File: src/icache_pkg.sv
`default_nettype none

package icache_pkg;

  // cache geometry
  localparam int WDSZ = 32;
  localparam int WBKSZ = 8;
  localparam int RBKSZ = 2;
  localparam int LNUM = 16;
  localparam int TAGSZ = 23;

  // one refill burst fetches a whole line
  localparam int BURST_LEN = WBKSZ;

  typedef logic [WDSZ-1:0] word_t;
  typedef logic [$clog2(LNUM)-1:0] laddr_t;
  typedef logic [$clog2(WBKSZ)-1:0] waddr_t;
  typedef logic [TAGSZ-1:0] tag_t;

  // byte address split into cache fields
  typedef struct packed {
    tag_t tag;
    laddr_t laddr;
    waddr_t waddr;
    logic [1:0] boff;
  } addr_t;

  // one tag memory entry
  typedef struct packed {
    logic valid;
    tag_t tag;
  } overhead_t;

  typedef word_t [WBKSZ-1:0] line_t;
  typedef word_t [RBKSZ-1:0] group_t;

  // refill written into data and tag memories at once
  typedef struct packed {
    laddr_t laddr;
    tag_t tag;
    line_t line;
  } fill_t;

  typedef enum logic [2:0] {IDLE, COMPARE, REFILL_REQ, REFILL_WAIT, REFILL_WRITE} ctrl_state_t;
  typedef enum logic [1:0] {RD_IDLE, RD_ADDR, RD_DATA} rd_state_t;

endpackage

`default_nettype wire

File: src/icache_data_mem.sv
`timescale 1ns/1ns
`default_nettype none

module icache_data_mem
  import icache_pkg::*;
(
  input logic clk,

  // lookup port
  input logic lookup_re,
  input laddr_t rd_laddr,
  input waddr_t rd_waddr,
  output group_t rd_group,

  // refill port
  input fill_t fill,
  input logic fill_we
);

  // one full line per entry
  line_t lines [LNUM];

  // first word of the fetch group
  waddr_t grp_base;

  // fetch addresses are group aligned
  // mask the low word bits anyway so the slice never runs past the line
  assign grp_base = rd_waddr & ~waddr_t'(RBKSZ - 1);

  // refill writes the whole line in one edge
  always_ff @(posedge clk) begin
    if (fill_we) begin
      lines[fill.laddr] <= fill.line;
    end
  end

  // group read lands one cycle after the strobe
  // rd_group holds its value between lookups
  always_ff @(posedge clk) begin
    if (lookup_re) begin
      rd_group <= lines[rd_laddr][grp_base +: RBKSZ];
    end
  end

endmodule

`default_nettype wire

File: config.mk
export PLATFORM = sky130hd
export DESIGN_NAME = icache_data_mem
export DESIGN_NICKNAME = d
export VERILOG_FILES = /design/src/icache_pkg.sv /design/src/icache_data_mem.sv
export SDC_FILE = /design/constraint.sdc
export NUM_CORES = 2
export LEC_CHECK = 0
export ABC_AREA = 1
export ABC_CLOCK_PERIOD_IN_PS = 15210
export BUFFER_PORTS_ARGS = -buffer_cell sky130_fd_sc_hd__buf_2
export CAP_MARGIN = 10
export CELL_PAD_IN_SITES_DETAIL_PLACEMENT = 1
export CELL_PAD_IN_SITES_GLOBAL_PLACEMENT = 1
export CORE_UTILIZATION = 46
export DETAILED_ROUTE_END_ITERATION = 12
export GPL_TIMING_DRIVEN = 0
export PLACE_DENSITY_LB_ADDON = 0.1
export SYNTH_ARGS = -nofsm -noshare
export SYNTH_HDL_FRONTEND = slang
export SYNTH_SLANG_ARGS = --single-unit
File: constraint.sdc
create_clock -name clk -period 15.21 [get_ports clk]
set_input_delay 3.042 -clock clk [delete_from_list [all_inputs] [get_ports clk]]
set_output_delay 3.042 -clock clk [all_outputs]
set_load 0.1 [all_outputs]
Word-level counts from Yosys, hierarchy flattened
Memory sizes are Yosys's and may differ from the RTL's.
Cells that the tools add are included.
{"block": "totals", "reg_bits": 64, "ram_bits": 4096, "inputBits": 293, "elab_cells": 37, "n_memories": 1}
{"memory": "lines", "words": 16, "width": 256, "rd": 1, "rd_clocked_by_memory_dff": 0, "wr": 1, "line_no": "icache_data_mem.sv:21", "source": "line_t lines [LNUM];"}
{"block": "op_classes", "mux": 2, "n_shift": 32}
{"cell": "8-bit by 4-bit indexed part select with 2-bit output", "count": 32}
{"cell": "1-bit two-way mux", "count": 2}

Depth between registers and ports, before layout
{"block": "logic_depth", "word_depth": 2, "depth_mapped": 13, "mapped_depth_nobuf": 9}

Least setup slack after synthesis
No wires, ideal clock.
{"block": "synth_path", "path_type": "in2reg", "from": "input port fill[281] in the netlist's numbering", "to": "memory lines[10][0] in the netlist's numbering, enable pin", "setup_slack_ns": 0.472, "arrival_time_ns": 13.860, "cell_stages": 2, "n_path_buf": 0, "required_ns": 14.331, "path_cell_list": "nand3b_1 > nor2_1"}
{"element": "start: declaration", "line_no": "icache_data_mem.sv:16", "source": "input fill_t fill,"}
{"element": "end: declaration", "line_no": "icache_data_mem.sv:21"}
No word-level cell before the write port.

Final worst setup path
{"block": "layout_path", "from": "input port rd_laddr[1]", "to": "register rd_group[36] in the netlist's numbering (data pin)"}
{"block": "layout_between", "elab_chain_len": 2}
{"element": "start: declaration", "line_no": "icache_data_mem.sv:11", "source": "input laddr_t rd_laddr,"}
{"element": "memory 16 x 256 bit"}
{"element": "8-bit by 4-bit indexed part select with 2-bit output", "line_no": "icache_data_mem.sv:41", "source": "rd_group <= lines[rd_laddr][grp_base +: RBKSZ];"}
{"element": "end signal: assignment", "line_no": "icache_data_mem.sv:41"}
{"element": "end: declaration", "line_no": "icache_data_mem.sv:13", "source": "output group_t rd_group,"}
Every way passes these cells.
A chain may end at the register's enable or synchronous reset.

==> impl_metrics.csv <==
group,metric,value,unit
logic_synthesis,netlist.top_cell.by_area,"edfxtp_1",
placed_design,hpwlAfterDp,449,mm
floorplan,die-area,0.363,mm²
cells_and_area,fin_nets,14600,
sta,period_share,42.4,%
logic_synthesis,ys_top_cells_by_area,"edfxtp_1 (75%), nand3_1 (12%), nand2_1 (10%)",
placed_design,portBuffers,328,
run_status,status,"complete, no violations",
grt,grt_usage,35.0,%
clock_tree,insertion_delay,1.03,ns
logic_synthesis,synthCells,13300,
job,drv_cap,0,
sta,fmax,155,MHz
drt,drc,0,
drt,via_per_inst,6.09,
setup_path,ff2ff_path_depth,8,
logic_synthesis,syn_avg_cell_area,12.4,µm²
setup_path,reg2reg_from,"lines[1][149]$_DFFE_PP_",
power,p_per_area,133,mW/mm²
floorplan,ios,357,
min_path,min_path_cells,8,
logic_synthesis,yosys_warnings,0,
grt,antenna_found_initial,150,
min_path,holdPathEnd,"rd_group[40]$_DFFE_PP_",
grt,use_met3,7.90,%
grt,grt_max_degree,34,
grt,use_met2,54.4,%
setup_path,critPathKind,"input port to flip-flop",
grt,grt.busiest_layer,"met2",
power,p_leak,0.0688,µW
sta,hold_viol,0,
cells_and_area,fin_util,53.4,%
setup_path,cp-start-kind,"input port",
placed_design,place_congestion,0.908,
drt,ant_nets,0,
sta,setup_ws,8.76,ns
clock_tree,cts_inserted_buffers,439,
clock_tree,cts.sinks,4160,
placed_design,post-place-ws,7.93,ns
sta,setup_violations,0,
sta,timing.slew.headroom,6.57,%
setup_path,endpoint_kind,"flip-flop",
power,peakVddDrop,0.000102,V
setup_path,rrSetupSlack,12.57,ns
logic_synthesis,yosysUniqueCellTypes,15,
clock_tree,clock_path_buffers,4,
grt,grt_pass1_wl,897,mm
floorplan,dieHeight,602,µm
clock_tree,clk_pin_slew,0.06,ns
drt,wire_per_inst,33.1,µm
logic_synthesis,syn_area,0.166,mm²
sta,drv_slew,0,
setup_path,cp_data_arrival_time,7.19,ns
sta,finalCriticalPeriod,6.45,ns
drt,initialDrtViolationCount,15000,
cells_and_area,drive_gt1_share,12.8,%
power,power,25500,µW
cells_and_area,layout_common_cells,"nand2_1 (4421), edfxtp_1 (4160), nand3_1 (3841)",
clock_tree,cts_resized,0,
setup_path,regToRegEndpoint,"rd_group[21]$_DFFE_PP_",
sta,worst_pin_slew,1.40,ns
min_path,hold_class,"flip-flop to flip-flop",
floorplan,die_w,602,µm
floorplan,core_area,0.359,mm²
clock_tree,cts-root-buf,"clkbuf_16",
cells_and_area,postLayoutCellArea,0.192,mm²
setup_path,cp.required,15.95,ns
clock_tree,tritoncts,"done",
logic_synthesis,ys_seq_elements,4160,
floorplan,fp-row-count,220,
sta,rsz0062_at_grt,"false",
setup_path,cp_max_fo,14,
grt,use_met1,46.3,%
logic_synthesis,synth_seq_area_share,75.4,%
logic_synthesis,synth_top_cell_area_share,75.4,%
drt,num_vias,119000,
clock_tree,cts-hold-fix-buffers,0,
cells_and_area,area_growth,15.7,%
clock_tree,htreeDepth,5,
cells_and_area,final_common_cell,"nand2_1",
sta,skew,0.0542,ns
floorplan,start_util,46.2,%
sta,final.setup.tns,0,ns
drt,routed_wl,647,mm
grt,grt_pass1_vias,121000,
placed_design,dpl_cell_area,0.178,mm²
grt,grt-ovfl-total,0,
drt,firstDrtPassIters,6,
clock_tree,postCtsSetupBuffers,0,
logic_synthesis,synth_fp_nets,13600,
min_path,hp-start,"lines[6][168]$_DFFE_PP_",
==> kinds of logic (layout without fill, tap and decap cells) <==
kind of cell  count (synthesis)  in the layout  synth area share, %
simple gates               8281           8281                 21.7
flops                      4160           4160                 75.4
buf+inv                     901           2255                 2.97
other cells                   0             81                    0
==> sequential cells by signal (all words and copies together), names as in the netlist <==
register / cells
rd_group: 64
lines: 4096
==> metal layers <==
metal / routed length [µm] / part of all wire [%]
met1: 249000 / 39
met2: 296000 / 46
met3: 65700 / 10
met4: 35500 / 5.5
met5: 342 / 0.053
==> power breakdown <==
part	switching, µW	total [µW]	leakage, µW	internal (µW)
logic	1660	2110	0.0244	449
clock network	4620	10500	0.00670	5870
registers	65.0	12900	0.0376	12900
total	6340	25500	0.0688	19200
==> area by class of cell <==
type	count	area (µm²)
timing repair buffer	544	6110
sequential	4160	125000
tap	4773	5970
buffer	893	4910
clock inverter	270	2160
multi-input combinational	8281	36000
fill	36400	167000
clock buffer	540	11500
antenna	81	203
inverter	8	35.0
==> synth_stat cells, drive strengths merged <==
library cell     n
nand2         4421
edfxtp        4160
nand3         3841
buf            754
clkbuf         139
nor2            17
inv              8
nand3b           2
==> worst max-delay path, stage by stage <==
cell and delay (ns):
buf_4 0.35, buf_4 0.37, buf_2 0.77, buf_2 0.77, nand3_1 0.15, nand3_1 0.13
nand3_1 0.08, nand3_1 0.55, nand2_1 0.31, nand2_1 0.30, nand2_1 0.19
==> how the worst max path moves through the flow <==
stage                                     endpoint  cells past startpoint   startpoint  slack, ns
after global placement    lines[11][169]$_DFFE_PP_                      3    fill[281]     -14.06
after detailed placement    rd_group[36]$_DFFE_PP_                     11  rd_laddr[1]       7.93
after global routing        rd_group[21]$_DFFE_PP_                     11  rd_laddr[1]       8.94
after CTS                   rd_group[36]$_DFFE_PP_                     11  rd_laddr[1]       9.00
after floorplan             lines[10][0]$_DFFE_PP_                      2    fill[281]       0.47
final                       rd_group[36]$_DFFE_PP_                     11  rd_laddr[1]       8.76
==> stage by stage <==
step	std cells	hold slack (ns)
2_1_floorplan	13300	0.797
3_3_place_gp	18400	0.872
3_5_place_dp	18700	0.919
4_1_cts	19500	0.922
5_1_grt	19500	0.970
6_report	19600	0.925
No activity file was read; power rests on OpenSTA's default activity.
