$ cat config.mk
export PLATFORM = sky130hd
export DESIGN_NAME = icache_control
export DESIGN_NICKNAME = d
export VERILOG_FILES = /design/src/icache_pkg.sv /design/src/icache_control.sv
export SDC_FILE = /design/constraint.sdc
export NUM_CORES = 1
export LEC_CHECK = 0
export BUFFER_PORTS_ARGS = -buffer_cell sky130_fd_sc_hd__buf_4
export CELL_PAD_IN_SITES_DETAIL_PLACEMENT = 1
export CELL_PAD_IN_SITES_GLOBAL_PLACEMENT = 1
export CORE_AREA = 2 2 245 247
export DETAILED_ROUTE_END_ITERATION = 16
export DIE_AREA = 0 0 247 249
export PLACE_DENSITY = 0.5
export SYNTH_ARGS = -nofsm -noshare
export SYNTH_HDL_FRONTEND = slang
export SYNTH_SLANG_ARGS = --single-unit
$ cat constraint.sdc
create_clock -name clk -period 16.8 [get_ports clk]
set_clock_uncertainty 0.05 [all_clocks]
set_input_delay 0.84 -clock clk [delete_from_list [all_inputs] [get_ports clk]]
set_output_delay 0.84 -clock clk [all_outputs]
set_load 0.02 [all_outputs]
$ cat src/icache_pkg.sv
`default_nettype none

package icache_pkg;

  // cache geometry
  localparam int WDSZ = 32;
  localparam int WBKSZ = 8;
  localparam int RBKSZ = 2;
  localparam int LNUM = 16;
  localparam int TAGSZ = 23;

  // one refill burst fetches a whole line
  localparam int BURST_LEN = WBKSZ;

  typedef logic [WDSZ-1:0] word_t;
  typedef logic [$clog2(LNUM)-1:0] laddr_t;
  typedef logic [$clog2(WBKSZ)-1:0] waddr_t;
  typedef logic [TAGSZ-1:0] tag_t;

  // byte address split into cache fields
  typedef struct packed {
    tag_t tag;
    laddr_t laddr;
    waddr_t waddr;
    logic [1:0] boff;
  } addr_t;

  // one tag memory entry
  typedef struct packed {
    logic valid;
    tag_t tag;
  } overhead_t;

  typedef word_t [WBKSZ-1:0] line_t;
  typedef word_t [RBKSZ-1:0] group_t;

  // refill written into data and tag memories at once
  typedef struct packed {
    laddr_t laddr;
    tag_t tag;
    line_t line;
  } fill_t;

  typedef enum logic [2:0] {IDLE, COMPARE, REFILL_REQ, REFILL_WAIT, REFILL_WRITE} ctrl_state_t;
  typedef enum logic [1:0] {RD_IDLE, RD_ADDR, RD_DATA} rd_state_t;

endpackage

`default_nettype wire

$ cat src/icache_control.sv
`timescale 1ns/1ns
`default_nettype none

module icache_control
  import icache_pkg::*;
(
  input logic clk,
  input logic rst_n,

  // processor request side
  input addr_t addr,
  input logic addr_valid,
  output logic addr_ready,
  output logic result_valid,

  // lookup into both memories
  output logic lookup_re,
  input overhead_t rd_entry,

  // refill into both memories
  output fill_t fill,
  output logic fill_we,

  // line reader
  output logic line_req,
  output addr_t line_addr,
  input line_t line_data,
  input logic line_done
);

  ctrl_state_t state;
  ctrl_state_t state_next;

  // address of the request in flight
  addr_t req_q;

  logic accept;
  logic hit;

  // only IDLE takes a new address
  assign addr_ready = (state == IDLE);
  assign accept = addr_valid && addr_ready;

  // both memories read on the accepting edge
  assign lookup_re = accept;

  // entry read back is for req_q in COMPARE
  assign hit = rd_entry.valid && (rd_entry.tag == req_q.tag);

  // group on result is valid in this same cycle
  assign result_valid = (state == COMPARE) && hit;

  // request is up from the miss decision
  // it drops as soon as the line comes back
  assign line_req = ((state == COMPARE) && !hit) ||
                    (state == REFILL_REQ) ||
                    ((state == REFILL_WAIT) && !line_done);
  assign line_addr = req_q;

  // one write pulse per refill
  assign fill_we = (state == REFILL_WRITE);

  always_comb begin
    state_next = state;
    case (state)
      IDLE: begin
        if (accept) begin
          state_next = COMPARE;
        end
      end
      COMPARE: begin
        // hit finishes here, a miss starts the refill
        if (hit) begin
          state_next = IDLE;
        end else begin
          state_next = REFILL_REQ;
        end
      end
      REFILL_REQ: begin
        // reader is in its address phase now
        state_next = REFILL_WAIT;
      end
      REFILL_WAIT: begin
        if (line_done) begin
          state_next = REFILL_WRITE;
        end
      end
      REFILL_WRITE: begin
        // requester is still holding the address
        // so the next acceptance hits the fresh line
        state_next = IDLE;
      end
      default: begin
        state_next = IDLE;
      end
    endcase
  end

  always_ff @(posedge clk or negedge rst_n) begin
    if (!rst_n) begin
      state <= IDLE;
    end else begin
      state <= state_next;
    end
  end

  // capture the address on acceptance
  always_ff @(posedge clk) begin
    if (accept) begin
      req_q <= addr;
    end
  end

  // stage the returned line with its index and tag
  always_ff @(posedge clk) begin
    if (state == REFILL_WAIT && line_done) begin
      fill.laddr <= req_q.laddr;
      fill.tag <= req_q.tag;
      fill.line <= line_data;
    end
  end

endmodule

`default_nettype wire

; ---- Word level (Yosys, flattened, before mapping)
; Index checks and enable logic that the tools add are counted.
[word_totals]
input_bits = 316
out_inout_bits = 320
reg_bits = 318
elab_cells = 38
[classes]
reduce_logical = 12
eq_ne = 7
muxes = 4
[op_table]
columns = op, count
row1 = 23-bit equality test, 1
row2 = 3-bit one-hot mux with 4 select lines, 1
row3 = "3-bit by 2-bit equality test with 1-bit output, second input constant", 2
row4 = 1-bit logical AND, 6
row5 = 3-bit two-way mux, 2
row6 = "3-bit by 1-bit equality test with 1-bit output, second input constant", 1
row7 = "3-bit equality test, second input constant", 1
row8 = 3-bit logical NOT, 1
row9 = 1-bit logical NOT, 2
row10 = 1-bit logical OR, 2
row11 = 2-bit two-way mux, 1
row12 = "2-bit by 1-bit != test with 1-bit output, second input constant", 1
row13 = "2-bit != test, second input constant", 1
row14 = 2-bit AND reduction, 1

; ---- Logic depth before layout (Yosys ltp)
; Gate-level depths: netlist of the first run.
[depth]
word_depth = 6
ltp_mapped = 4
mapped_depth_nobuf = 4

; ---- Worst setup path before layout of the first run
; Ideal clock, no wire load.
[synth_path]
kind = input -> register
from = input port line_done
to = register fill[0] in the netlist's numbering, enable pin
path_slack_ns = 8.704
path_buffers = 0
arrival_ns = 7.361
cell_stages = 1
setup_time_ns = 0.685
required_ns = 16.065
cell_sequence = and4b_1
[synth_between]
elab_chain_cells = 1
[synth_rtl]
columns = item, line
row1 = "start, declared", icache_control.sv:28  ; input logic line_done
row2 = 1-bit logical AND, icache_control.sv:116  ; if (state == REFILL_WAIT && line_done) begin
row3 = "end, declared", icache_control.sv:21  ; output fill_t fill,
; No other way between the ends.
; A chain may end at the register's enable or synchronous reset.

; ---- Worst setup path after layout of the first run
[layout_path]
from = register req_q, in the netlist line_addr[31]
to = output port line_req
[layout_between]
elab_chain_cells = 6
[layout_rtl]
columns = item, line
row1 = "start, declared", icache_control.sv:35  ; addr_t req_q;
row2 = "start signal, assigned", icache_control.sv:110  ; req_q <= addr;
row3 = 23-bit equality test, icache_control.sv:48  ; assign hit = rd_entry.valid && (rd_entry.tag == req_q.tag);
row4 = 1-bit logical AND, icache_control.sv:48
row5 = 1-bit logical NOT, icache_control.sv:55  ; assign line_req = ((state == COMPARE) && !hit) ||
row6 = 1-bit logical AND, icache_control.sv:55
row7 = 1-bit logical OR, icache_control.sv:55
row8 = 1-bit logical OR, icache_control.sv:56  ; (state == REFILL_REQ) ||
row9 = "end, declared", icache_control.sv:25  ; output logic line_req,
; No other way between the ends.

==> run_results.csv, run 1 <==
group,metric,value,unit
synth,synth_top_area_share,95.3,%
die,num_rows,89,
clocking,cts_root_buf,"clkbuf_16",
clocking,clk_latency,0.53,ns
timing,fin_crit,3.30,ns
layout,nFillCells,6237,
timing,maxSlewViolCount,0,
critical_path,reg2reg_to,"fill[131]$_DFFE_PP_",
synth,synth-seq-area-share,96.1,%
critical_path,reg2regPathDepth,3,
critical_path,cp_slowest_cell,"nor4_1",
synth,ys_seq_elements,318,
layout,area_delta_synth_final,70.1,%
layout,layout_commonest_cell,"buf_4",
critical_path,crit_buf_inv,1,
power,vdd.ir_drop.worst,0.0000823,V
synth,netlist_instances,372,
power,totalPowerFinal,2.42,mW
synth,synth.avg_cell_area,26.7,um2
global_route,grt_pass1_vias,6898,
placed_design,place_hpwl,29.1,mm
power,p_comb_share,22.5,%
critical_path,crit_family,"simple AND/OR/NAND/NOR gates",
synth,synthTopCellsByArea,"edfxtp_1 (95%), xnor2_1 (2.0%), dfrtp_1 (0.76%)",
critical_path,cp.arrival,2.41,ns
power,p_int,1.70,mW
power,clockPowerShare,31.8,%
power,pwr-share-seq,45.7,%
layout,final_layout_size_suffix_gt1_share,64.1,%
drt,vias_per_cell,3.43,
min_path,min_from,"line_addr[7]$_DFFE_PP_",
timing,rsz0062_at_grt,"false",
power,p_sw_share,29.7,%
global_route,overflow,0,
drt,vias,6379,
clocking,clkTransAtPathRegs,0.06,ns
placed_design,gp_congestion,0.807,
critical_path,rrSetupSlack,13.92,ns
timing,tightest_slew,1.06,ns
timing,tns,0,ns
run,drv_cap,0,
die,coreArea,58700,um2
timing,setup_violations,0,
critical_path,required,15.91,ns
timing,max_slew_margin,29.4,%
drt,wl,36.8,mm
status,outcome,"completed",
power,leakagePower,6.68,nW
critical_path,r2r-start,"state[2]$_DFFE_PN0P_",
layout,nets,1370,
critical_path,path_class,"reg2out",
clocking,cts-buffers-inserted,39,
die,die_h,249,um
synth,synth.largest_area_cell,"edfxtp_1",
timing,finalCritPeriodShare,19.7,%
synth,synth_area,9920,um2
global_route,antenna_found_initial,3,
clocking,clock_path_buffers,3,
min_path,whs_path_depth,0,
timing,fmax,0.303,GHz
global_route,grt_pass1_wl,49.7,mm
drt,route.detailed.wl_per_inst,19.8,um
drt,ant_nets,0,
layout,mostFrequentLayoutCells,"buf_4 (640), edfxtp_1 (315), clkbuf_16 (40)",
synth,synth_warnings,0,
drt,drt_iter0_drc,246,
clocking,cts_tree,"yes",
critical_path,startpoint_type,"flip-flop",
global_route,grt.total_usage,11.3,%
min_path,min_to,"fill[281]$_DFFE_PP_",
die,start_util,16.9,%
drt,drc,0,
die,dieArea,61500,um2
clocking,clkSinkCount,318,
die,dieWidth,247,um
critical_path,crit_fanout,3,
die,ioPinCount,636,
synth,ys_types,15,
clocking,h-tree-depth,2,
min_path,hold_class,"reg2reg",
power,power_density,144,nW/um2
critical_path,critPathCaptureType,"primary output",
power,p_switching,720,uW
global_route,grt_max_degree,81,
placed_design,port-buffer-count,635,
critical_path,max_stage_delay,0.52,ns
drt,first_pass_iters,4,
critical_path,path_cells,"xnor2_1 > nand4_1 > nor4_1 > a21oi_1 > buf_4",
synth,synth_fp_nets,688,
timing,finalHoldViolCount,0,
-- final cells by class --
class                           count  area (um2)  share of cell area, %
Sequential cell                   318        9530                   56.5
Antenna cell                        1        2.50                 0.0148
Multi-Input combinational cell     54         393                   2.33
Timing Repair Buffer              641        4810                   28.5
Clock buffer                       50        1040                   6.15
Clock inverter                     21         128                  0.756
Tap cell                          773         967                   5.73
-- worst register-to-register path, stage by stage (launching register included) --
cell and delay (ns):
dfrtp_1 0.47, and4b_4 0.36, buf_4 0.60, buf_4 0.95
-- routing by layer --
metal | track usage, % | wire length (um) | up-vias
li1 | - | - | 2878
met1 | 11.0 | 12000 | 3065
met2 | 20.4 | 19100 | 379
met3 | 6.02 | 4790 | 55
met4 | 3.41 | 882 | 2
met5 | 0 | 13 | -
-- synthesized netlist by cell type --
library cell / instances
a21oi_1: 3
and2_1: 2
and4b_1: 3
dfrtp_1: 3
edfxtp_1: 315
nand2_1: 1
nand2b_1: 1
nand3_1: 1
nand4_1: 11
nor2_1: 4
nor2b_1: 1
nor3_1: 1
nor4_1: 2
o21bai_1: 1
xnor2_1: 23
-- worst max path at each step --
stage | cells past startpoint | to | from
after global routing | 5 | line_req | line_addr[31]$_DFFE_PP_
after CTS | 5 | line_req | line_addr[31]$_DFFE_PP_
after global placement | 6 | line_req | rd_entry[22]
final | 5 | line_req | line_addr[31]$_DFFE_PP_
after detailed placement | 6 | line_req | rd_entry[22]
after floorplan | 1 | fill[0]$_DFFE_PP_ | line_done
-- sequential cells by signal (all words and copies together), names as in the netlist --
| name | count |
|---|---|
| fill | 283 |
| line_addr | 32 |
| state | 3 |
-- power groups by stage --
stage | clock network, mW | registers [mW] | logic, mW
after global routing | 0.832 | 1.12 | 0.579
after CTS | 0.806 | 1.11 | 0.558
after global placement | 0 | 1.12 | 0.557
final | 0.771 | 1.11 | 0.545
after floorplan | 0 | 1.32 | 0.0833
after detailed placement | 0 | 1.13 | 0.558
-- kinds of logic after synthesis --
logic type      count (synthesis)  synth area share [%]
flops                         318                  96.1
compound gates                  4                 0.227
simple gates                   27                  1.66
xor+xnor                       23                  2.03
-- what timing repair did --
| action | 4_1_cts | 5_1_grt |
|---|---|---|
| resized for setup | 0 | 0 |
| hold buffers | 1 | 0 |
| setup buffers | 0 | 0 |
| hold endpoints to repair | 3 | 0 |
-- per-stage QoR --
step,hold slack (ns),cell area [um2],setup WS [ns],instances,utilization [%]
floorplan,0.422,9920,8.70,372,-
global placement,0.394,15700,13.53,1785,26.8
detailed placement,0.393,15700,13.50,1785,26.8
CTS,0.368,16900,13.39,1857,28.8
global route,0.376,16900,13.27,1858,28.8
finish,0.407,16900,13.50,1858,28.8
(Power assumes the default switching activity.)
==> run 2, diff against run 1 <==
PLACE_DENSITY = 0.51   (was 0.5)
clock period = 2.69 ns   (was 16.8 ns; I/O delays follow)
==> run_results.csv, run 2 (same netlist as run 1, synthesis figures left out) <==
group,metric,value,unit
timing,max_slew_margin,68.5,%
global_route,antenna_found_initial,3,
critical_path,startpoint_type,"flip-flop",
placed_design,port-buffer-count,635,
critical_path,crit_fanout,3,
clocking,cts-buffers-inserted,39,
die,dieArea,61500,um2
timing,tns,0,ns
die,coreArea,58700,um2
power,p_int,11.5,mW
power,p_sw_share,29.1,%
critical_path,critPathCaptureType,"primary output",
drt,ant_nets,0,
timing,fin_crit,2.53,ns
power,pwr-share-seq,42.6,%
die,start_util,16.9,%
die,num_rows,89,
status,outcome,"completed",
clocking,clkTransAtPathRegs,0.06,ns
timing,finalCritPeriodShare,93.9,%
placed_design,gp_congestion,0.824,
min_path,hold_class,"in2reg",
timing,fmax,0.396,GHz
placed_design,placed_area,15900,um2
drt,vias_per_cell,3.51,
clocking,clk_latency,0.54,ns
clocking,cts_setup_buffers,0,
timing,maxSlewViolCount,0,
die,dieWidth,247,um
drt,vias,7618,
critical_path,path_class,"reg2out",
power,clockPowerShare,32.8,%
critical_path,cp.arrival,2.34,ns
power,power_density,805,nW/um2
placed_design,dp_slack,0.759,ns
clocking,cts_tree,"yes",
power,leakagePower,8.08,nW
timing,setup_violations,0,
layout,nets,1682,
power,p_comb_share,24.6,%
layout,regMostFlops,"fill",
global_route,grt.total_usage,12.9,%
layout,layout_commonest_cell,"buf_4",
run,drv_cap,0,
clocking,cts_root_buf,"clkbuf_16",
die,die_h,249,um
timing,rsz0062_at_grt,"false",
power,vdd.ir_drop.worst,0.000434,V
clocking,clock_path_buffers,3,
layout,largest_reg_flops,283,
clocking,h-tree-depth,2,
drt,wl,41.3,mm
critical_path,required,2.51,ns
drt,route.detailed.wl_per_inst,19.0,um
drt,drt_iter0_drc,241,
layout,area_delta_synth_final,103,%
power,p_switching,4.72,mW
clocking,clkSinkCount,318,
global_route,grt_pass1_vias,8835,
timing,finalHoldViolCount,0,
global_route,overflow,0,
layout,final_layout_size_suffix_gt1_share,51.0,%
layout,mostFrequentLayoutCells,"buf_4 (650), edfxtp_1 (315), dlygate4sd3_1 (298)",
drt,first_pass_iters,4,
power,totalPowerFinal,16.2,mW
global_route,grt_pass1_wl,58.2,mm
global_route,grt_max_degree,78,
die,ioPinCount,636,
timing,fin_ws,0.163,ns
drt,drc,0,
timing,tightest_slew,0.473,ns
layout,postLayoutCellArea,20200,um2
placed_design,place_hpwl,30.0,mm
run 2: cell types whose count changed in the layout (fill, tap and decap cells not counted), sizes merged:
cell         delta
diode           +2
clkinvlp        -1
clkbuf          -2
buf            +15
dlygate4sd3   +297
bufinv          +5
inv             -1
run 2: power by group through the flow:
stage / registers (mW) / logic [mW] / clock network [mW]
finish: 6.92 / 3.99 / 5.32
global route: 7.01 / 4.24 / 5.69
CTS: 6.93 / 4.05 / 5.51
detailed placement: 7.02 / 3.67 / 0
global placement: 6.99 / 3.65 / 0
floorplan: 8.01 / 0.525 / 0
run 2: worst max-delay path: stages (launching register included):
cell and delay, ns:
edfxtp_1 0.47, xnor2_2 0.22, nand4_1 0.10, dlygate4sd3_1 0.57, nor2_1 0.17, a21oi_1 0.10, buf_4 0.17
run 2: final cells by class:
class                      instances  area, um2
antenna                            3       7.51
clock buffer                      48       1030
clock inverter                    24        254
fill                            6177      38500
multi-input combinational         54        407
sequential                       318       9530
tap                              773        967
timing repair buffer             953       7960
run 2: through the flow:
stage,hold WS (ns),std cells,utilization (%)
floorplan,-0.211,372,-
global placement,-0.113,1800,27.0
detailed placement,-0.113,1800,27.0
CTS,0.202,2170,34.3
global route,0.216,2173,34.4
finish,0.258,2173,34.4
run 2: timing repair:
item / CTS / global route
hold buffers: 298 / 0
endpoints found under the setup margin: 0 / 1
gates resized for setup: 0 / 2
hold endpoints to repair: 294 / 0
run 2: path summary, 6_finish.rpt:
check                                        start  depth (start not counted)              endpoint  slack (ns)
hold reg to reg             line_addr[7]$_DFFE_PP_                          0   fill[281]$_DFFE_PP_        0.42
min in group asynchronous                    rst_n                          3  state[0]$_DFFE_PN0P_        0.46
setup reg to reg           line_addr[17]$_DFFE_PP_                          6  state[1]$_DFFE_PN0P_        0.33
setup / recovery           line_addr[17]$_DFFE_PP_                          6              line_req        0.16
max in group asynchronous                    rst_n                          3  state[1]$_DFFE_PN0P_        1.97
hold / removal                       line_data[64]                          2    fill[64]$_DFFE_PP_        0.26
run 2: metal layers:
metal  track usage (%)  vias to the layer above  wire length (um)
li1                  -                     3505                 -
met1              13.7                     3665             14900
met2              23.3                      384             21500
met3              4.75                       64              3820
met4              4.27                        0              1040
met5                 0                        -                 0
==> run 3, diff against run 2 <==
GPL_TIMING_DRIVEN = 0   (was unset)
==> run_results.csv, run 3 (same netlist as run 1, synthesis figures left out) <==
group,metric,value,unit
status,outcome,"completed",
layout,nets,1666,
layout,multi_input_area,395,um2
global_route,grt_max_degree,62,
layout,final_layout_size_suffix_gt1_share,50.8,%
placed_design,place_hpwl,28.3,mm
critical_path,max_stage_delay,0.58,ns
drt,drc,0,
critical_path,cp.arrival,2.82,ns
global_route,antenna_found_initial,7,
power,power_density,804,nW/um2
die,ioPinCount,636,
timing,tightest_slew,0.707,ns
clocking,clkSinkCount,318,
timing,maxSlewViolCount,0,
drt,first_pass_iters,4,
die,num_rows,89,
drt,drt_iter0_drc,245,
die,start_util,16.9,%
layout,largest_reg_flops,283,
clocking,cts-buffers-inserted,40,
global_route,grt.total_usage,12.3,%
critical_path,startpoint_type,"flip-flop",
min_path,hold_class,"in2reg",
die,die_h,249,um
critical_path,path_class,"reg2reg",
layout,nFillCells,6137,
drt,route.detailed.wl_per_inst,18.3,um
layout,regArea,9530,um2
clocking,clk_latency,0.55,ns
global_route,overflow,0,
critical_path,crit_top_cell,"dlygate4sd3_1",
die,dieArea,61500,um2
clocking,cts_setup_buffers,0,
layout,layout_commonest_cell,"buf_4",
critical_path,cp_slowest_cell,"dlygate4sd3_1",
clocking,clkTransAtPathRegs,0.06,ns
run,drv_cap,0,
placed_design,port-buffer-count,635,
timing,fin_crit,2.43,ns
drt,vias,7540,
drt,vias_per_cell,3.49,
layout,area_delta_synth_final,102,%
timing,max_slew_margin,52.9,%
critical_path,required,3.08,ns
drt,wl,39.5,mm
die,coreArea,58700,um2
placed_design,gp_congestion,0.762,
clocking,clock_path_buffers,3,
power,vdd.ir_drop.worst,0.000441,V
power,leakagePower,8.00,nW
timing,finalHoldViolCount,0,
timing,setup_violations,0,
layout,post-route-util,34.2,%
power,totalPowerFinal,16.1,mW
drt,ant_nets,0,
critical_path,path_cells,"xnor2_1 > nand4_1 > nor2_1 > dlygate4sd3_1 > a21oi_1 > dlygate4sd3_1",
timing,fmax,0.411,GHz
clocking,cts_root_buf,"clkbuf_16",
timing,finalCritPeriodShare,90.4,%
critical_path,crit_fanout,3,
clocking,h-tree-depth,2,
layout,mostFrequentLayoutCells,"buf_4 (635), edfxtp_1 (315), dlygate4sd3_1 (296)",
placed_design,dp_slack,0.312,ns
timing,fin_ws,0.258,ns
global_route,grt_pass1_vias,8548,
timing,rsz0062_at_grt,"false",
critical_path,critPathCaptureType,"flip-flop",
die,dieWidth,247,um
clocking,cts_tree,"yes",
layout,regMostFlops,"fill",
global_route,grt_pass1_wl,56.0,mm
timing,tns,0,ns
[run 3: cell types whose count changed in the layout (fill, tap and decap cells not counted), sizes merged]
cell and change:
bufinv -2, diode +2, clkinvlp +1, clkbuf +2
inv +3, dlygate4sd3 -2, buf -15, clkinv -3
[run 3: layout make-up]
cell class                 count  area share [%]
sequential                   318            47.5
clock inverter                23            1.03
clock buffer                  50            5.38
tap                          773            4.82
multi-input combinational     54            1.97
antenna                        5          0.0624
timing repair buffer         936            39.2
[run 3: final timing paths]
check,from,slack [ns],cells after the start,to
setup / recovery,line_addr[26]$_DFFE_PP_,0.26,6,state[1]$_DFFE_PN0P_
hold / removal,addr[19],0.25,2,line_addr[19]$_DFFE_PP_
setup reg to reg,line_addr[26]$_DFFE_PP_,0.26,6,state[1]$_DFFE_PN0P_
hold reg to reg,line_addr[6]$_DFFE_PP_,0.43,0,fill[280]$_DFFE_PP_
max in group asynchronous,rst_n,1.99,3,state[0]$_DFFE_PN0P_
min in group asynchronous,rst_n,0.44,3,state[2]$_DFFE_PN0P_
[run 3: what timing repair did]
item                                    4_1_cts  5_1_grt
hold buffers                                296        0
resized for setup                             1        0
hold endpoints to repair                    294        0
endpoints found under the setup margin        1        0
[run 3: power breakdown]
part	switching, mW	internal [mW]	total (mW)
registers	0.328	6.58	6.91
logic	2.23	1.69	3.92
clock network	2.15	3.15	5.30
[run 3: worst max-delay path, delay by kind of cell, from the launching register on]
family	cells	cell delay [ns]
DFF	1	0.45
and+or+nand+nor	2	0.30
buffers and inverters	2	1.14
AOI/OAI and AO/OA	1	0.06
xor gates and xnor gates	1	0.34
[run 3: per-stage QoR]
stage / instances / area [um2] / hold slack, ns
finish: 2159 / 20100 / 0.250
global route: 2158 / 20100 / 0.224
CTS: 2154 / 20000 / 0.202
detailed placement: 1785 / 15800 / -0.115
global placement: 1780 / 15700 / -0.116
floorplan: 372 / 9930 / -0.211
[run 3: metal layers]
layer / GRT usage, % / wire length (um) / share of wire, %
met1: 12.8 / 14000 / 35
met2: 22.3 / 20700 / 52
met3: 4.80 / 3760 / 9.5
met4: 4.08 / 997 / 2.5
met5: 0 / 27 / 0.068
