--- src/icache_pkg.sv ---
`default_nettype none

package icache_pkg;

  // cache geometry
  localparam int WDSZ = 32;
  localparam int WBKSZ = 8;
  localparam int RBKSZ = 2;
  localparam int LNUM = 16;
  localparam int TAGSZ = 23;

  // one refill burst fetches a whole line
  localparam int BURST_LEN = WBKSZ;

  typedef logic [WDSZ-1:0] word_t;
  typedef logic [$clog2(LNUM)-1:0] laddr_t;
  typedef logic [$clog2(WBKSZ)-1:0] waddr_t;
  typedef logic [TAGSZ-1:0] tag_t;

  // byte address split into cache fields
  typedef struct packed {
    tag_t tag;
    laddr_t laddr;
    waddr_t waddr;
    logic [1:0] boff;
  } addr_t;

  // one tag memory entry
  typedef struct packed {
    logic valid;
    tag_t tag;
  } overhead_t;

  typedef word_t [WBKSZ-1:0] line_t;
  typedef word_t [RBKSZ-1:0] group_t;

  // refill written into data and tag memories at once
  typedef struct packed {
    laddr_t laddr;
    tag_t tag;
    line_t line;
  } fill_t;

  typedef enum logic [2:0] {IDLE, COMPARE, REFILL_REQ, REFILL_WAIT, REFILL_WRITE} ctrl_state_t;
  typedef enum logic [1:0] {RD_IDLE, RD_ADDR, RD_DATA} rd_state_t;

endpackage

`default_nettype wire

--- src/icache_tag_mem.sv ---
`timescale 1ns/1ns
`default_nettype none

module icache_tag_mem
  import icache_pkg::*;
(
  input logic clk,
  input logic rst_n,

  // lookup port
  input logic lookup_re,
  input laddr_t rd_laddr,
  output overhead_t rd_entry,

  // refill port
  input fill_t fill,
  input logic fill_we
);

  // valid bit and tag per line
  overhead_t entries [LNUM];

  // entries live in flops so reset can invalidate the whole cache
  always_ff @(posedge clk or negedge rst_n) begin
    if (!rst_n) begin
      for (int i = 0; i < LNUM; i++) begin
        entries[i] <= '0;
      end
      rd_entry <= '0;
    end else begin
      // refill marks the line resident
      if (fill_we) begin
        entries[fill.laddr] <= '{valid: 1'b1, tag: fill.tag};
      end
      // registered read in step with the data memory
      if (lookup_re) begin
        rd_entry <= entries[rd_laddr];
      end
    end
  end

endmodule

`default_nettype wire

--- config.mk ---
export PLATFORM = sky130hd
export DESIGN_NAME = icache_tag_mem
export DESIGN_NICKNAME = d
export VERILOG_FILES = /design/src/icache_pkg.sv /design/src/icache_tag_mem.sv
export SDC_FILE = /design/constraint.sdc
export NUM_CORES = 1
export LEC_CHECK = 0
export BUFFER_PORTS_ARGS = -buffer_cell sky130_fd_sc_hd__buf_2
export CAP_MARGIN = 5
export CORE_MARGIN = 1.5
export CORE_UTILIZATION = 50
export DETAILED_ROUTE_END_ITERATION = 10
export PLACE_DENSITY = 0.72
export RECOVER_POWER = 50
export SLEW_MARGIN = 20
export SYNTH_ARGS = -nofsm -noshare
export SYNTH_HDL_FRONTEND = slang
export SYNTH_SLANG_ARGS = --single-unit
--- constraint.sdc ---
create_clock -name clk -period 1.52 [get_ports clk]
set_input_delay 0.076 -clock clk [delete_from_list [all_inputs] [get_ports clk]]
set_output_delay 0.076 -clock clk [all_outputs]
set_load 0.02 [all_outputs]
# Yosys cells after proc, flatten, opt, wreduce, memory -nomap -nowiden

Index checks and enable logic that the tools add are counted.

Flip-flop bits (word level): 408
Output and inout bits: 24
Word-level logic and storage cells: 46
Input bits: 291

Bitwise logic cells: 2
Mux-type cells: 6
Magnitude comparators: 3
Reductions and logical operators: 1

Operators by type and width:

| kind                                               | count |
|---|---|
| bitwise mux 384 bit                                | 1 |
| binary-select mux 24 bit (select 4 bit)            | 1 |
| demux 24 bit (select 4 bit)                        | 1 |
| two-way mux 24 bit                                 | 3 |
| >= comparator 5 bit, second input constant         | 2 |
| inverter 4 -> 5 bit                                | 2 |
| < comparator 5 x 1 -> 1 bit, second input constant | 1 |
| logical AND 1 bit                                  | 1 |

# Logic depth before layout (Yosys ltp)

Gate-level depths: netlist of the first run.

Depth in word-level cells: 6
Gate-level depth with buffers: 6
Gate-level depth less buffers: 3

# Least setup slack after synthesis of the first run

No wires, ideal clock.

Kind: input -> register
Start point: in fill[281] (netlist bit)
End point: reg entries[339] (netlist bit)
Cell stages on the path: 6
Path slack: 0.017 ns
Arrival time: 1.378 ns
Path buffers: 3
Setup time: 0.125 ns
Data required time: 1.395 ns
Path through: buf_6 > nand2b_4 > or4b_4 > buf_6 > buf_6 > mux2_4

Cells in the longest elaborated chain, start to end: 6
Elaborated cells between the ends (all ways): 7
Those cells by class: order compare: 2; mux: 3; bitwise: 1; reduce/logical: 1

Ends and longest elaborated chain:

| what                                                                                     | line                 | RTL |
|---|---|---|
| start, declared                                                                          | icache_tag_mem.sv:16 | `input fill_t fill,` |
| inverter 4 -> 5 bit (implied by the code) *                                              | icache_tag_mem.sv:33 | `entries[fill.laddr] <= '{valid: 1'b1, tag: fill.tag};` |
| >= comparator 5 bit (implied by the code) or < comparator 5 x 1 -> 1 bit (tied branches) | icache_tag_mem.sv:33 |  |
| logical AND 1 bit (implied by the code)                                                  | icache_tag_mem.sv:33 |  |
| two-way mux 24 bit (implied by the code)                                                 | icache_tag_mem.sv:33 |  |
| demux 24 bit (select 4 bit) *                                                            | icache_tag_mem.sv:33 |  |
| bitwise mux 384 bit *                                                                    | icache_tag_mem.sv:33 |  |
| end signal, assigned by index                                                            | icache_tag_mem.sv:33 |  |
| end, declared                                                                            | icache_tag_mem.sv:21 | `overhead_t entries [LNUM];` |

Mark *: on every way between the ends. The rest lies on a longest branch, timed or not.
A chain may end at the register's enable or synchronous reset.

# Worst setup path in the final report of the first run

Start point: in fill[281] (netlist bit)
End point: reg entries[343] (netlist bit)

Same word-level chain as after synthesis.

==> impl_metrics.env, run 1 <==
export IMPL_criticalPathCategory="in -> reg"
export IMPL_start_kind="input pin"
export IMPL_register_to_register_setup_slack_ns=0.10
export IMPL_slew_headroom=0.256
export IMPL_ys_seq_elements=408
export IMPL_worst_hold_path_type="in -> reg"
export IMPL_ir_worst_vdd_uv=710
export IMPL_dp_hpwl_um=23300
export IMPL_critical_r2r_launch="entries[34]"
export IMPL_stdcell_area_um2=21100
export IMPL_max_clock_path_buffers=3
export IMPL_crit_arrival_ns=1.93
export IMPL_worst_setup_path_endpoint="entries[343]"
export IMPL_ys_warnings_count=0
export IMPL_die_outline_width_um=193
export IMPL_setup_violations_final=0
export IMPL_synth_seq_area_share=0.565
export IMPL_layout_commonest_cell="sky130_fd_sc_hd__dfrtp_1"
export IMPL_finalMaxSlewViolations=0
export IMPL_clkSlewWorstSetupHoldPaths_ns=0.06
export IMPL_antenna_found_initial=2
export IMPL_detail_route_wirelength_um=40900
export IMPL_finalHoldViolations=0
export IMPL_effective_utilization_at_floorplan=0.508
export IMPL_ioPinCount=315
export IMPL_floorplan_core_area_um2=35600
export IMPL_netlist_area_um2=18100
export IMPL_post_drt_via_cell_ratio=5.96
export IMPL_flow_area_growth_from_synthesis_pct=16.6
export IMPL_std_cell_rows=69
export IMPL_power_per_cell_area_nw_per_um2=1460
export IMPL_grt_util_all_layers=0.232
export IMPL_first_global_vias=10900
export IMPL_syn_nets=1402
export IMPL_layout_skew_ns=0.0173
export IMPL_drt_pass1_iterations=5
export IMPL_route_detailed_wl_per_inst_um=24.1
export IMPL_finalWorstPathRequiredPeriod_ns=1.51
export IMPL_status="completed"
export IMPL_globalRoute_totalOverflow=0
export IMPL_util_after_layout=0.593
export IMPL_endpoint_kind="flop"
export IMPL_fp_dieH_um=193
export IMPL_route_vias_total=10100
export IMPL_p_leak_uw=0.00906
export IMPL_gp_congestion=0.719
export IMPL_timing_worst_slew_pin_value_ns=1.12
export IMPL_antenna_diode_count=0
export IMPL_drtIter0Drc=780
export IMPL_share_of_final_layout_standard_cells_stronger_than_drive_strength_1=0.552
export IMPL_placement_io_buffers=58
export IMPL_tritoncts="done"
export IMPL_rsz_0062_raised_after_global_routing="no"
export IMPL_crit_reg2reg_capture="rd_entry[10]"
export IMPL_worst_ep_required_time_ns=1.93
export IMPL_cts_htree_levels=2
export IMPL_clock_insertion_delay_worst_skew_ns=0.54
export IMPL_placement_cell_area_um2=19500
export IMPL_drc=0
export IMPL_syn_instance_count=1111
export IMPL_synth_cell_type_count=26
export IMPL_period_share=0.995
export IMPL_layout_common_cells="408 x sky130_fd_sc_hd__dfrtp_1, 349 x sky130_fd_sc_hd__mux2_2, 96 x sky130_fd_sc_hd__mux4_2"
export IMPL_die_area_um2=37300
export IMPL_numCtsBuffers=42
export IMPL_number_of_antenna_violating_nets_in_the_routed_design=0
export IMPL_timing_critical_path_fanout_max=18
export IMPL_largest_net_degree_at_the_start_of_global_routing=98
export IMPL_maximum_capacitance_violations=0
export IMPL_first_pass_grt_wire_length_um=64600
export IMPL_max_clock_freq_ghz=0.661
export IMPL_crit_start="fill[281]"
export IMPL_finalNetCount=1494
export IMPL_syn_avg_cell_area_um2=16.3
export IMPL_cts_root_buffer="sky130_fd_sc_hd__clkbuf_16"
export IMPL_numClockSinks=408
export IMPL_worstRegToRegCells=3
## flip-flops by register name, indices dropped and copies added, names as in the netlist
name / count
rd_entry: 24
entries: 384
## cells in the mapped netlist
cell,number,area share
sky130_fd_sc_hd__a221oi_1,24,0.012
sky130_fd_sc_hd__buf_1,2,0.00042
sky130_fd_sc_hd__mux2_2,349,0.22
sky130_fd_sc_hd__clkbuf_2,1,0.00028
sky130_fd_sc_hd__mux4_2,96,0.12
sky130_fd_sc_hd__buf_4,3,0.0012
sky130_fd_sc_hd__or4b_4,1,0.00076
sky130_fd_sc_hd__nand2_1,3,0.00062
sky130_fd_sc_hd__buf_2,51,0.014
sky130_fd_sc_hd__nor4_2,1,0.00069
sky130_fd_sc_hd__o22ai_1,24,0.0083
sky130_fd_sc_hd__nand3_1,2,0.00055
sky130_fd_sc_hd__nand2b_4,1,0.00076
sky130_fd_sc_hd__nor4b_4,1,0.0013
sky130_fd_sc_hd__nand2b_1,5,0.0017
sky130_fd_sc_hd__or2_2,14,0.0048
sky130_fd_sc_hd__and2_1,1,0.00035
sky130_fd_sc_hd__nand3b_1,3,0.0012
sky130_fd_sc_hd__nor3_2,5,0.0028
sky130_fd_sc_hd__clkbuf_1,37,0.0077
sky130_fd_sc_hd__buf_6,4,0.0025
sky130_fd_sc_hd__nor2_1,31,0.0064
sky130_fd_sc_hd__nor3b_1,1,0.00042
sky130_fd_sc_hd__dfrtp_1,408,0.57
sky130_fd_sc_hd__mux2_4,19,0.016
sky130_fd_sc_hd__mux2i_1,24,0.013
## through the flow
stage	setup TNS (ns)	hold WS, ns	power [µW]	instances	setup slack (ns)
detailed placement	-2.10	-0.0731	20000	1601	-0.0644
global placement	-0.413	-0.0725	19700	1601	-0.0258
floorplan	0	-0.220	18400	1111	0.0171
CTS	0	0.00273	31000	1698	0.110
finish	0	0.0101	30700	1698	0.00720
global route	0	0.0326	32100	1698	0.00707
## routing by layer
| layer | vias up | track usage | routed length [µm] |
|---|---|---|---|
| met2 | 225 | 0.355 | 18900 |
| met4 | 2 | 0.0524 | 679 |
| met1 | 5510 | 0.353 | 19100 |
| li1 | 4331 | - | - |
| met3 | 54 | 0.0342 | 2160 |
| met5 | - | 0 | 12 |
## critical path, cell delays in order
cell	delay [ns]
sky130_fd_sc_hd__buf_2	0.11
sky130_fd_sc_hd__nand2b_4	0.13
sky130_fd_sc_hd__or4b_4	0.50
sky130_fd_sc_hd__clkbuf_2	0.58
sky130_fd_sc_hd__mux2_4	0.50
## how the worst min path moves through the flow
stage                     startpoint      endpoint  slack [ns]  cells past startpoint
after floorplan                rst_n    entries[0]       -0.22                      0
after global placement         rst_n  entries[302]       -0.07                      1
after detailed placement       rst_n  entries[302]       -0.07                      1
after CTS                  fill[268]  entries[348]       0.003                      2
after global routing       fill[275]  entries[355]        0.03                      2
final                      fill[262]  entries[342]        0.01                      2
## power breakdown
group	switching [µW]	internal [µW]	total, µW	leakage, µW
Combinational	1930	3340	5270	0.00337
Sequential	1250	13300	14600	0.00495
Clock	4170	6670	10800	0.000733
## cell type report
cell class                      count  area, µm²
Timing Repair Buffer              146       1350
Clock inverter                     11        158
Sequential cell                   408      10200
Fill cell                        2732      14500
Clock buffer                       67       1330
Tap cell                          461        577
Multi-Input combinational cell    605       7450
## what timing repair did
action	CTS	global route
setup endpoints to repair	0	0
hold buffers	19	0
buffers inserted	0	0
hold endpoints to repair	593	0
gates resized for setup	0	0
## cell families after synthesis
family                 count (synthesis)  synth area share
AO/OA/AOI/OAI                         48            0.0199
buffers and inverters                 98            0.0262
flip-flops                           408             0.565
multiplexers                         488             0.366
AND/OR/NAND/NOR                       69            0.0225
(Power assumes the default switching activity.)
==> run 2, diff against run 1 <==
--- a/config.mk
+++ b/config.mk
@@ -7,12 +7,13 @@
 export LEC_CHECK = 0
 export BUFFER_PORTS_ARGS = -buffer_cell sky130_fd_sc_hd__buf_2
 export CAP_MARGIN = 5
+export CELL_PAD_IN_SITES_DETAIL_PLACEMENT = 2
+export CELL_PAD_IN_SITES_GLOBAL_PLACEMENT = 2
 export CORE_MARGIN = 1.5
-export CORE_UTILIZATION = 50
+export CORE_UTILIZATION = 40
 export DETAILED_ROUTE_END_ITERATION = 10
-export PLACE_DENSITY = 0.72
+export PLACE_DENSITY = 0.8
 export RECOVER_POWER = 50
-export SLEW_MARGIN = 20
 export SYNTH_ARGS = -nofsm -noshare
 export SYNTH_HDL_FRONTEND = slang
 export SYNTH_SLANG_ARGS = --single-unit
==> run 2 against run 1 <==
Against the previous run:
- core utilization fell by 11 points
- combinational power rose by 8.5%
- register-to-register slack got worse by 0.04 ns
- sequential cell count did not move
- highest routed layer unchanged
- worst setup slack improved by 0.035 ns
- critical path depth did not move
- first-iteration DRC count fell by 29%
- largest power group unchanged
- die area rose by 25%
- count of clock-buffer cells in the layout fell by 4
- total power rose by 3.9%
- cell count rose by 7.5%
- critical path type unchanged
- sequential power barely moved
==> impl_metrics.env, run 2 (same netlist as run 1, synthesis figures left out) <==
export IMPL_effective_utilization_at_floorplan=0.407
export IMPL_layout_common_cells="408 x sky130_fd_sc_hd__dfrtp_1, 349 x sky130_fd_sc_hd__mux2_2, 96 x sky130_fd_sc_hd__mux4_2"
export IMPL_fp_dieH_um=216
export IMPL_critical_r2r_launch="entries[57]"
export IMPL_cts_htree_levels=2
export IMPL_placement_io_buffers=58
export IMPL_post_drt_via_cell_ratio=5.83
export IMPL_max_clock_freq_ghz=0.677
export IMPL_slew_headroom=0.316
export IMPL_die_outline_width_um=216
export IMPL_register_to_register_setup_slack_ns=0.06
export IMPL_biggest_registers_after_layout="entries (384), rd_entry (24)"
export IMPL_placed_cells_incl_taps=1736
export IMPL_die_area_um2=46500
export IMPL_crit_start="fill[281]"
export IMPL_start_kind="input pin"
export IMPL_first_pass_grt_wire_length_um=84400
export IMPL_criticalPathCategory="in -> reg"
export IMPL_endpoint_kind="flop"
export IMPL_gp_congestion=0.694
export IMPL_detail_route_wirelength_um=55100
export IMPL_route_vias_total=10600
export IMPL_max_clock_path_buffers=3
export IMPL_met2_length_um=27800
export IMPL_postCtsSetupRepairBufs=0
export IMPL_tritoncts="done"
export IMPL_setup_tns_final_ns=0
export IMPL_met3WireLength_um=2430
export IMPL_first_global_vias=12900
export IMPL_maximum_capacitance_violations=0
export IMPL_ir_worst_vdd_uv=668
export IMPL_drc=0
export IMPL_std_cell_rows=77
export IMPL_layout_skew_ns=0.0181
export IMPL_status="completed"
export IMPL_worst_hold_path_type="in -> async"
export IMPL_total_power_draw_uw=31900
export IMPL_period_share=0.972
export IMPL_timing_worst_slew_pin_value_ns=1.03
export IMPL_crit_reg2reg_capture="rd_entry[9]"
export IMPL_finalWorstPathRequiredPeriod_ns=1.48
export IMPL_grt_util_all_layers=0.244
export IMPL_drt_pass1_iterations=4
export IMPL_crit_arrival_ns=1.91
export IMPL_dp_hpwl_um=31000
export IMPL_globalRoute_totalOverflow=0
export IMPL_setup_violations_final=0
export IMPL_worstRegToRegCells=3
export IMPL_worst_setup_path_endpoint="entries[351]"
export IMPL_filler_cell_count=4003
export IMPL_drtIter0Drc=557
export IMPL_clock_insertion_delay_worst_skew_ns=0.56
export IMPL_finalMaxSlewViolations=0
export IMPL_largest_register_ffs=384
export IMPL_number_of_antenna_violating_nets_in_the_routed_design=0
export IMPL_route_detailed_wl_per_inst_um=30.2
export IMPL_numClockSinks=408
export IMPL_layout_commonest_cell="sky130_fd_sc_hd__dfrtp_1"
export IMPL_maxUsedRoutingLayer="met5"
export IMPL_floorplan_core_area_um2=44400
export IMPL_share_of_final_layout_standard_cells_stronger_than_drive_strength_1=0.554
export IMPL_antenna_found_initial=2
export IMPL_cts_root_buffer="sky130_fd_sc_hd__clkbuf_16"
export IMPL_finalHoldViolations=0
export IMPL_top_register="entries"
export IMPL_timing_hold_ws_ns=0.0222
export IMPL_antenna_diode_count=0
export IMPL_wl_met1_um=23300
export IMPL_clkSlewWorstSetupHoldPaths_ns=0.06
export IMPL_power_per_cell_area_nw_per_um2=1500
export IMPL_rsz_0062_raised_after_global_routing="no"
export IMPL_post_layout_nonfiller_instances=1826
export IMPL_ioPinCount=315
export IMPL_flow_area_growth_from_synthesis_pct=17.4
export IMPL_p_leak_uw=0.00905
export IMPL_finalNetCount=1492
export IMPL_worst_ep_required_time_ns=1.95
export IMPL_numCtsBuffers=44
export IMPL_timing_critical_path_fanout_max=16
export IMPL_largest_net_degree_at_the_start_of_global_routing=69
[run 2: cell types whose count changed in the layout (fill, tap and decap cells not counted), sizes merged]
cell          previous run  this run
dlygate4sd3             19        11
buf                    120       111
clkbuf                  73        81
dlymetal6s4s             0         1
clkinv                   6         8
bufinv                   4         5
inv                      0         2
[run 2: critical path, cell delays in order]
cell	delay (ns)
sky130_fd_sc_hd__buf_2	0.12
sky130_fd_sc_hd__nand2b_4	0.13
sky130_fd_sc_hd__or4b_4	0.49
sky130_fd_sc_hd__clkbuf_2	0.56
sky130_fd_sc_hd__mux2_4	0.49
[run 2: layout make-up]
cell class / count / area, µm² / share of cell area
clock inverters: 16 / 219 / 0.0103
multi-input cells: 605 / 7470 / 0.352
clock buffers: 63 / 1270 / 0.0600
well taps: 592 / 741 / 0.0349
repair buffers: 142 / 1300 / 0.0613
flip-flops and latches: 408 / 10200 / 0.481
[run 2: repair_timing]
item,CTS,global route
hold endpoints to repair,493,0
endpoints found under the setup margin,1,1
hold buffers,11,0
resized for setup,1,1
[run 2: worst min path at each step]
stage,endpoint
floorplan,entries[0]
global placement,entries[232]
detailed placement,entries[280]
CTS,entries[346]
global route,entries[344]
finish,entries[136]
[run 2: through the flow]
| step | instance area [µm²] | utilization | setup slack [ns] |
|---|---|---|---|
| 2_1_floorplan | 18100 | - | 0.0171 |
| 3_3_place_gp | 19800 | 0.446 | -0.0421 |
| 3_5_place_dp | 19800 | 0.446 | -0.105 |
| 4_1_cts | 21400 | 0.482 | 0.0396 |
| 5_1_grt | 21200 | 0.478 | 0.00681 |
| 6_report | 21200 | 0.478 | 0.0418 |
[run 2: power breakdown]
part           switching [µW]  leakage [µW]  total (µW)  internal [µW]
sequential               1570       0.00495       14900          13400
clock                    4570      0.000735       11300           6690
combinational            2360       0.00336        5720           3360
total                    8500       0.00905       31900          23400
[run 2: routing by layer]
layer | up-vias | global-route usage
met5 | - | 0
met4 | 2 | 0.0769
met3 | 105 | 0.0372
met2 | 300 | 0.414
li1 | 4337 | -
met1 | 5897 | 0.324
==> run 3, diff against run 2 <==
--- a/config.mk
+++ b/config.mk
@@ -10,10 +10,9 @@
 export CELL_PAD_IN_SITES_DETAIL_PLACEMENT = 2
 export CELL_PAD_IN_SITES_GLOBAL_PLACEMENT = 2
 export CORE_MARGIN = 1.5
-export CORE_UTILIZATION = 40
+export CORE_UTILIZATION = 43
 export DETAILED_ROUTE_END_ITERATION = 10
-export PLACE_DENSITY = 0.8
-export RECOVER_POWER = 50
+export PLACE_DENSITY = 0.85
 export SYNTH_ARGS = -nofsm -noshare
 export SYNTH_HDL_FRONTEND = slang
 export SYNTH_SLANG_ARGS = --single-unit
==> constraint.sdc (replaced) <==
create_clock -name clk -period 1.7 [get_ports clk]
set_input_delay 0.085 -clock clk [delete_from_list [all_inputs] [get_ports clk]]
set_output_delay 0.085 -clock clk [all_outputs]
set_load 0.02 [all_outputs]
==> run 3 against run 2 <==
Against the previous run:
- worst setup slack better by 0.20 ns
- global-route usage is 1.8 points higher
- hold slack better by 0.0096 ns
- sequential share of layout area is 0.45 points higher
- first-iteration DRC count is 21% higher
- via count is 1.7% lower
- non-clock buffer count is 20 lower
- critical path depth is 2 lower
- critical endpoint is now rd_entry[10]
- largest power group unchanged
- highest routed layer is now met4
==> impl_metrics.env, run 3 (same netlist as run 1, synthesis figures left out) <==
export IMPL_crit_start="entries[34]"
export IMPL_worstRegToRegCells=3
export IMPL_period_share=0.857
export IMPL_route_detailed_wl_per_inst_um=31.5
export IMPL_max_clock_path_buffers=3
export IMPL_largest_register_ffs=384
export IMPL_finalMaxSlewViolations=0
export IMPL_floorplan_core_area_um2=41100
export IMPL_cts_repair_resize_count=0
export IMPL_drtIter0Drc=676
export IMPL_share_of_final_layout_standard_cells_stronger_than_drive_strength_1=0.551
export IMPL_criticalPathCategory="reg -> reg"
export IMPL_numClockSinks=408
export IMPL_cts_htree_levels=2
export IMPL_dp_hpwl_um=29900
export IMPL_worst_ep_required_time_ns=2.11
export IMPL_first_global_vias=12500
export IMPL_start_kind="flop"
export IMPL_worst_hold_path_type="in -> reg"
export IMPL_detail_route_wirelength_um=55000
export IMPL_number_of_antenna_violating_nets_in_the_routed_design=0
export IMPL_timing_hold_ws_ns=0.0317
export IMPL_die_outline_width_um=208
export IMPL_slew_headroom=0.430
export IMPL_layout_skew_ns=0.0103
export IMPL_p_leak_uw=0.00895
export IMPL_postCtsSetupRepairBufs=0
export IMPL_finalHoldViolations=0
export IMPL_fp_dieH_um=208
export IMPL_max_clock_freq_ghz=0.686
export IMPL_setup_tns_final_ns=0
export IMPL_register_to_register_setup_slack_ns=0.24
export IMPL_timing_worst_slew_pin_value_ns=0.856
export IMPL_endpoint_kind="flop"
export IMPL_biggest_registers_after_layout="entries (384), rd_entry (24)"
export IMPL_drt_pass1_iterations=4
export IMPL_flow_area_growth_from_synthesis_pct=16.3
export IMPL_clkSlewWorstSetupHoldPaths_ns=0.06
export IMPL_filler_cell_count=3687
export IMPL_finalNetCount=1472
export IMPL_numCtsBuffers=44
export IMPL_antenna_found_initial=0
export IMPL_effective_utilization_at_floorplan=0.440
export IMPL_layout_common_cells="408 x sky130_fd_sc_hd__dfrtp_1, 349 x sky130_fd_sc_hd__mux2_2, 96 x sky130_fd_sc_hd__mux4_2"
export IMPL_tritoncts="done"
export IMPL_finalWorstPathRequiredPeriod_ns=1.46
export IMPL_die_area_um2=43300
export IMPL_critical_r2r_launch="entries[34]"
export IMPL_gp_congestion=0.678
export IMPL_route_vias_total=10500
export IMPL_ioPinCount=315
export IMPL_top_register="entries"
export IMPL_clock_insertion_delay_worst_skew_ns=0.56
export IMPL_status="completed"
export IMPL_register_area_um2=10200
export IMPL_ir_worst_vdd_uv=665
export IMPL_globalRoute_totalOverflow=0
export IMPL_crit_arrival_ns=1.86
export IMPL_placement_io_buffers=58
export IMPL_setup_violations_final=0
export IMPL_post_drt_via_cell_ratio=5.98
export IMPL_cts_hold_buf=17
export IMPL_layout_commonest_cell="sky130_fd_sc_hd__dfrtp_1"
export IMPL_drc=0
export IMPL_std_cell_rows=74
export IMPL_cts_root_buffer="sky130_fd_sc_hd__clkbuf_16"
export IMPL_multiInputGateArea_um2=7470
export IMPL_largest_net_degree_at_the_start_of_global_routing=66
export IMPL_timing_critical_path_fanout_max=2
export IMPL_grt_util_all_layers=0.263
export IMPL_crit_reg2reg_capture="rd_entry[10]"
export IMPL_first_pass_grt_wire_length_um=83700
export IMPL_rsz_0062_raised_after_global_routing="no"
export IMPL_maximum_capacitance_violations=0
export IMPL_worst_setup_path_endpoint="rd_entry[10]"
export IMPL_power_per_cell_area_nw_per_um2=1350
run 3: layout make-up:
cell class	count	share of cell area
timing repair buffer	122	0.0579
sequential	408	0.486
multi-input combinational	605	0.355
clock inverter	15	0.00750
tap	532	0.0317
clock buffer	63	0.0615
antenna	3	0.000357
run 3: critical path, stage by stage, from the launching register on:
cell and delay, ns:
sky130_fd_sc_hd__dfrtp_1 0.39, sky130_fd_sc_hd__mux4_2 0.48, sky130_fd_sc_hd__o22ai_1 0.29, sky130_fd_sc_hd__a221oi_1 0.14
run 3: power breakdown:
part	internal, µW	switching [µW]
clock network	5740	3980
logic	2990	2140
registers	11900	1480
total	20700	7600
run 3: worst min-delay path by stage:
stage / start / endpoint / slack, ns / depth (start not counted)
2_1_floorplan: rst_n / entries[0] / -0.21 / 0
3_3_place_gp: rst_n / rd_entry[15] / 0.05 / 1
3_5_place_dp: rst_n / entries[327] / 0.05 / 1
4_1_cts: fill[266] / entries[346] / 0.002 / 2
5_1_grt: fill[266] / entries[346] / 0.03 / 2
6_report: fill[263] / entries[343] / 0.03 / 2
run 3: routing by layer:
| layer | GRT usage | share of wire | up-vias |
|---|---|---|---|
| met5 | 0 | 0 | - |
| met4 | 0.0954 | 0.028 | 0 |
| met3 | 0.0427 | 0.041 | 98 |
| met2 | 0.453 | 0.52 | 255 |
| met1 | 0.336 | 0.42 | 5809 |
| li1 | - | - | 4293 |
run 3: metrics by stage:
stage / total power (µW) / utilization / std cells / instance area, µm² / worst slack [ns]
after floorplan: 16500 / - / 1111 / 18100 / 0.188
after global placement: 17600 / 0.472 / 1650 / 19400 / 0.147
after CTS: 28500 / 0.511 / 1745 / 21000 / 0.226
final: 28300 / 0.511 / 1748 / 21000 / 0.243
after detailed placement: 18400 / 0.472 / 1650 / 19400 / -0.00200
after global routing: 29400 / 0.511 / 1745 / 21000 / 0.206
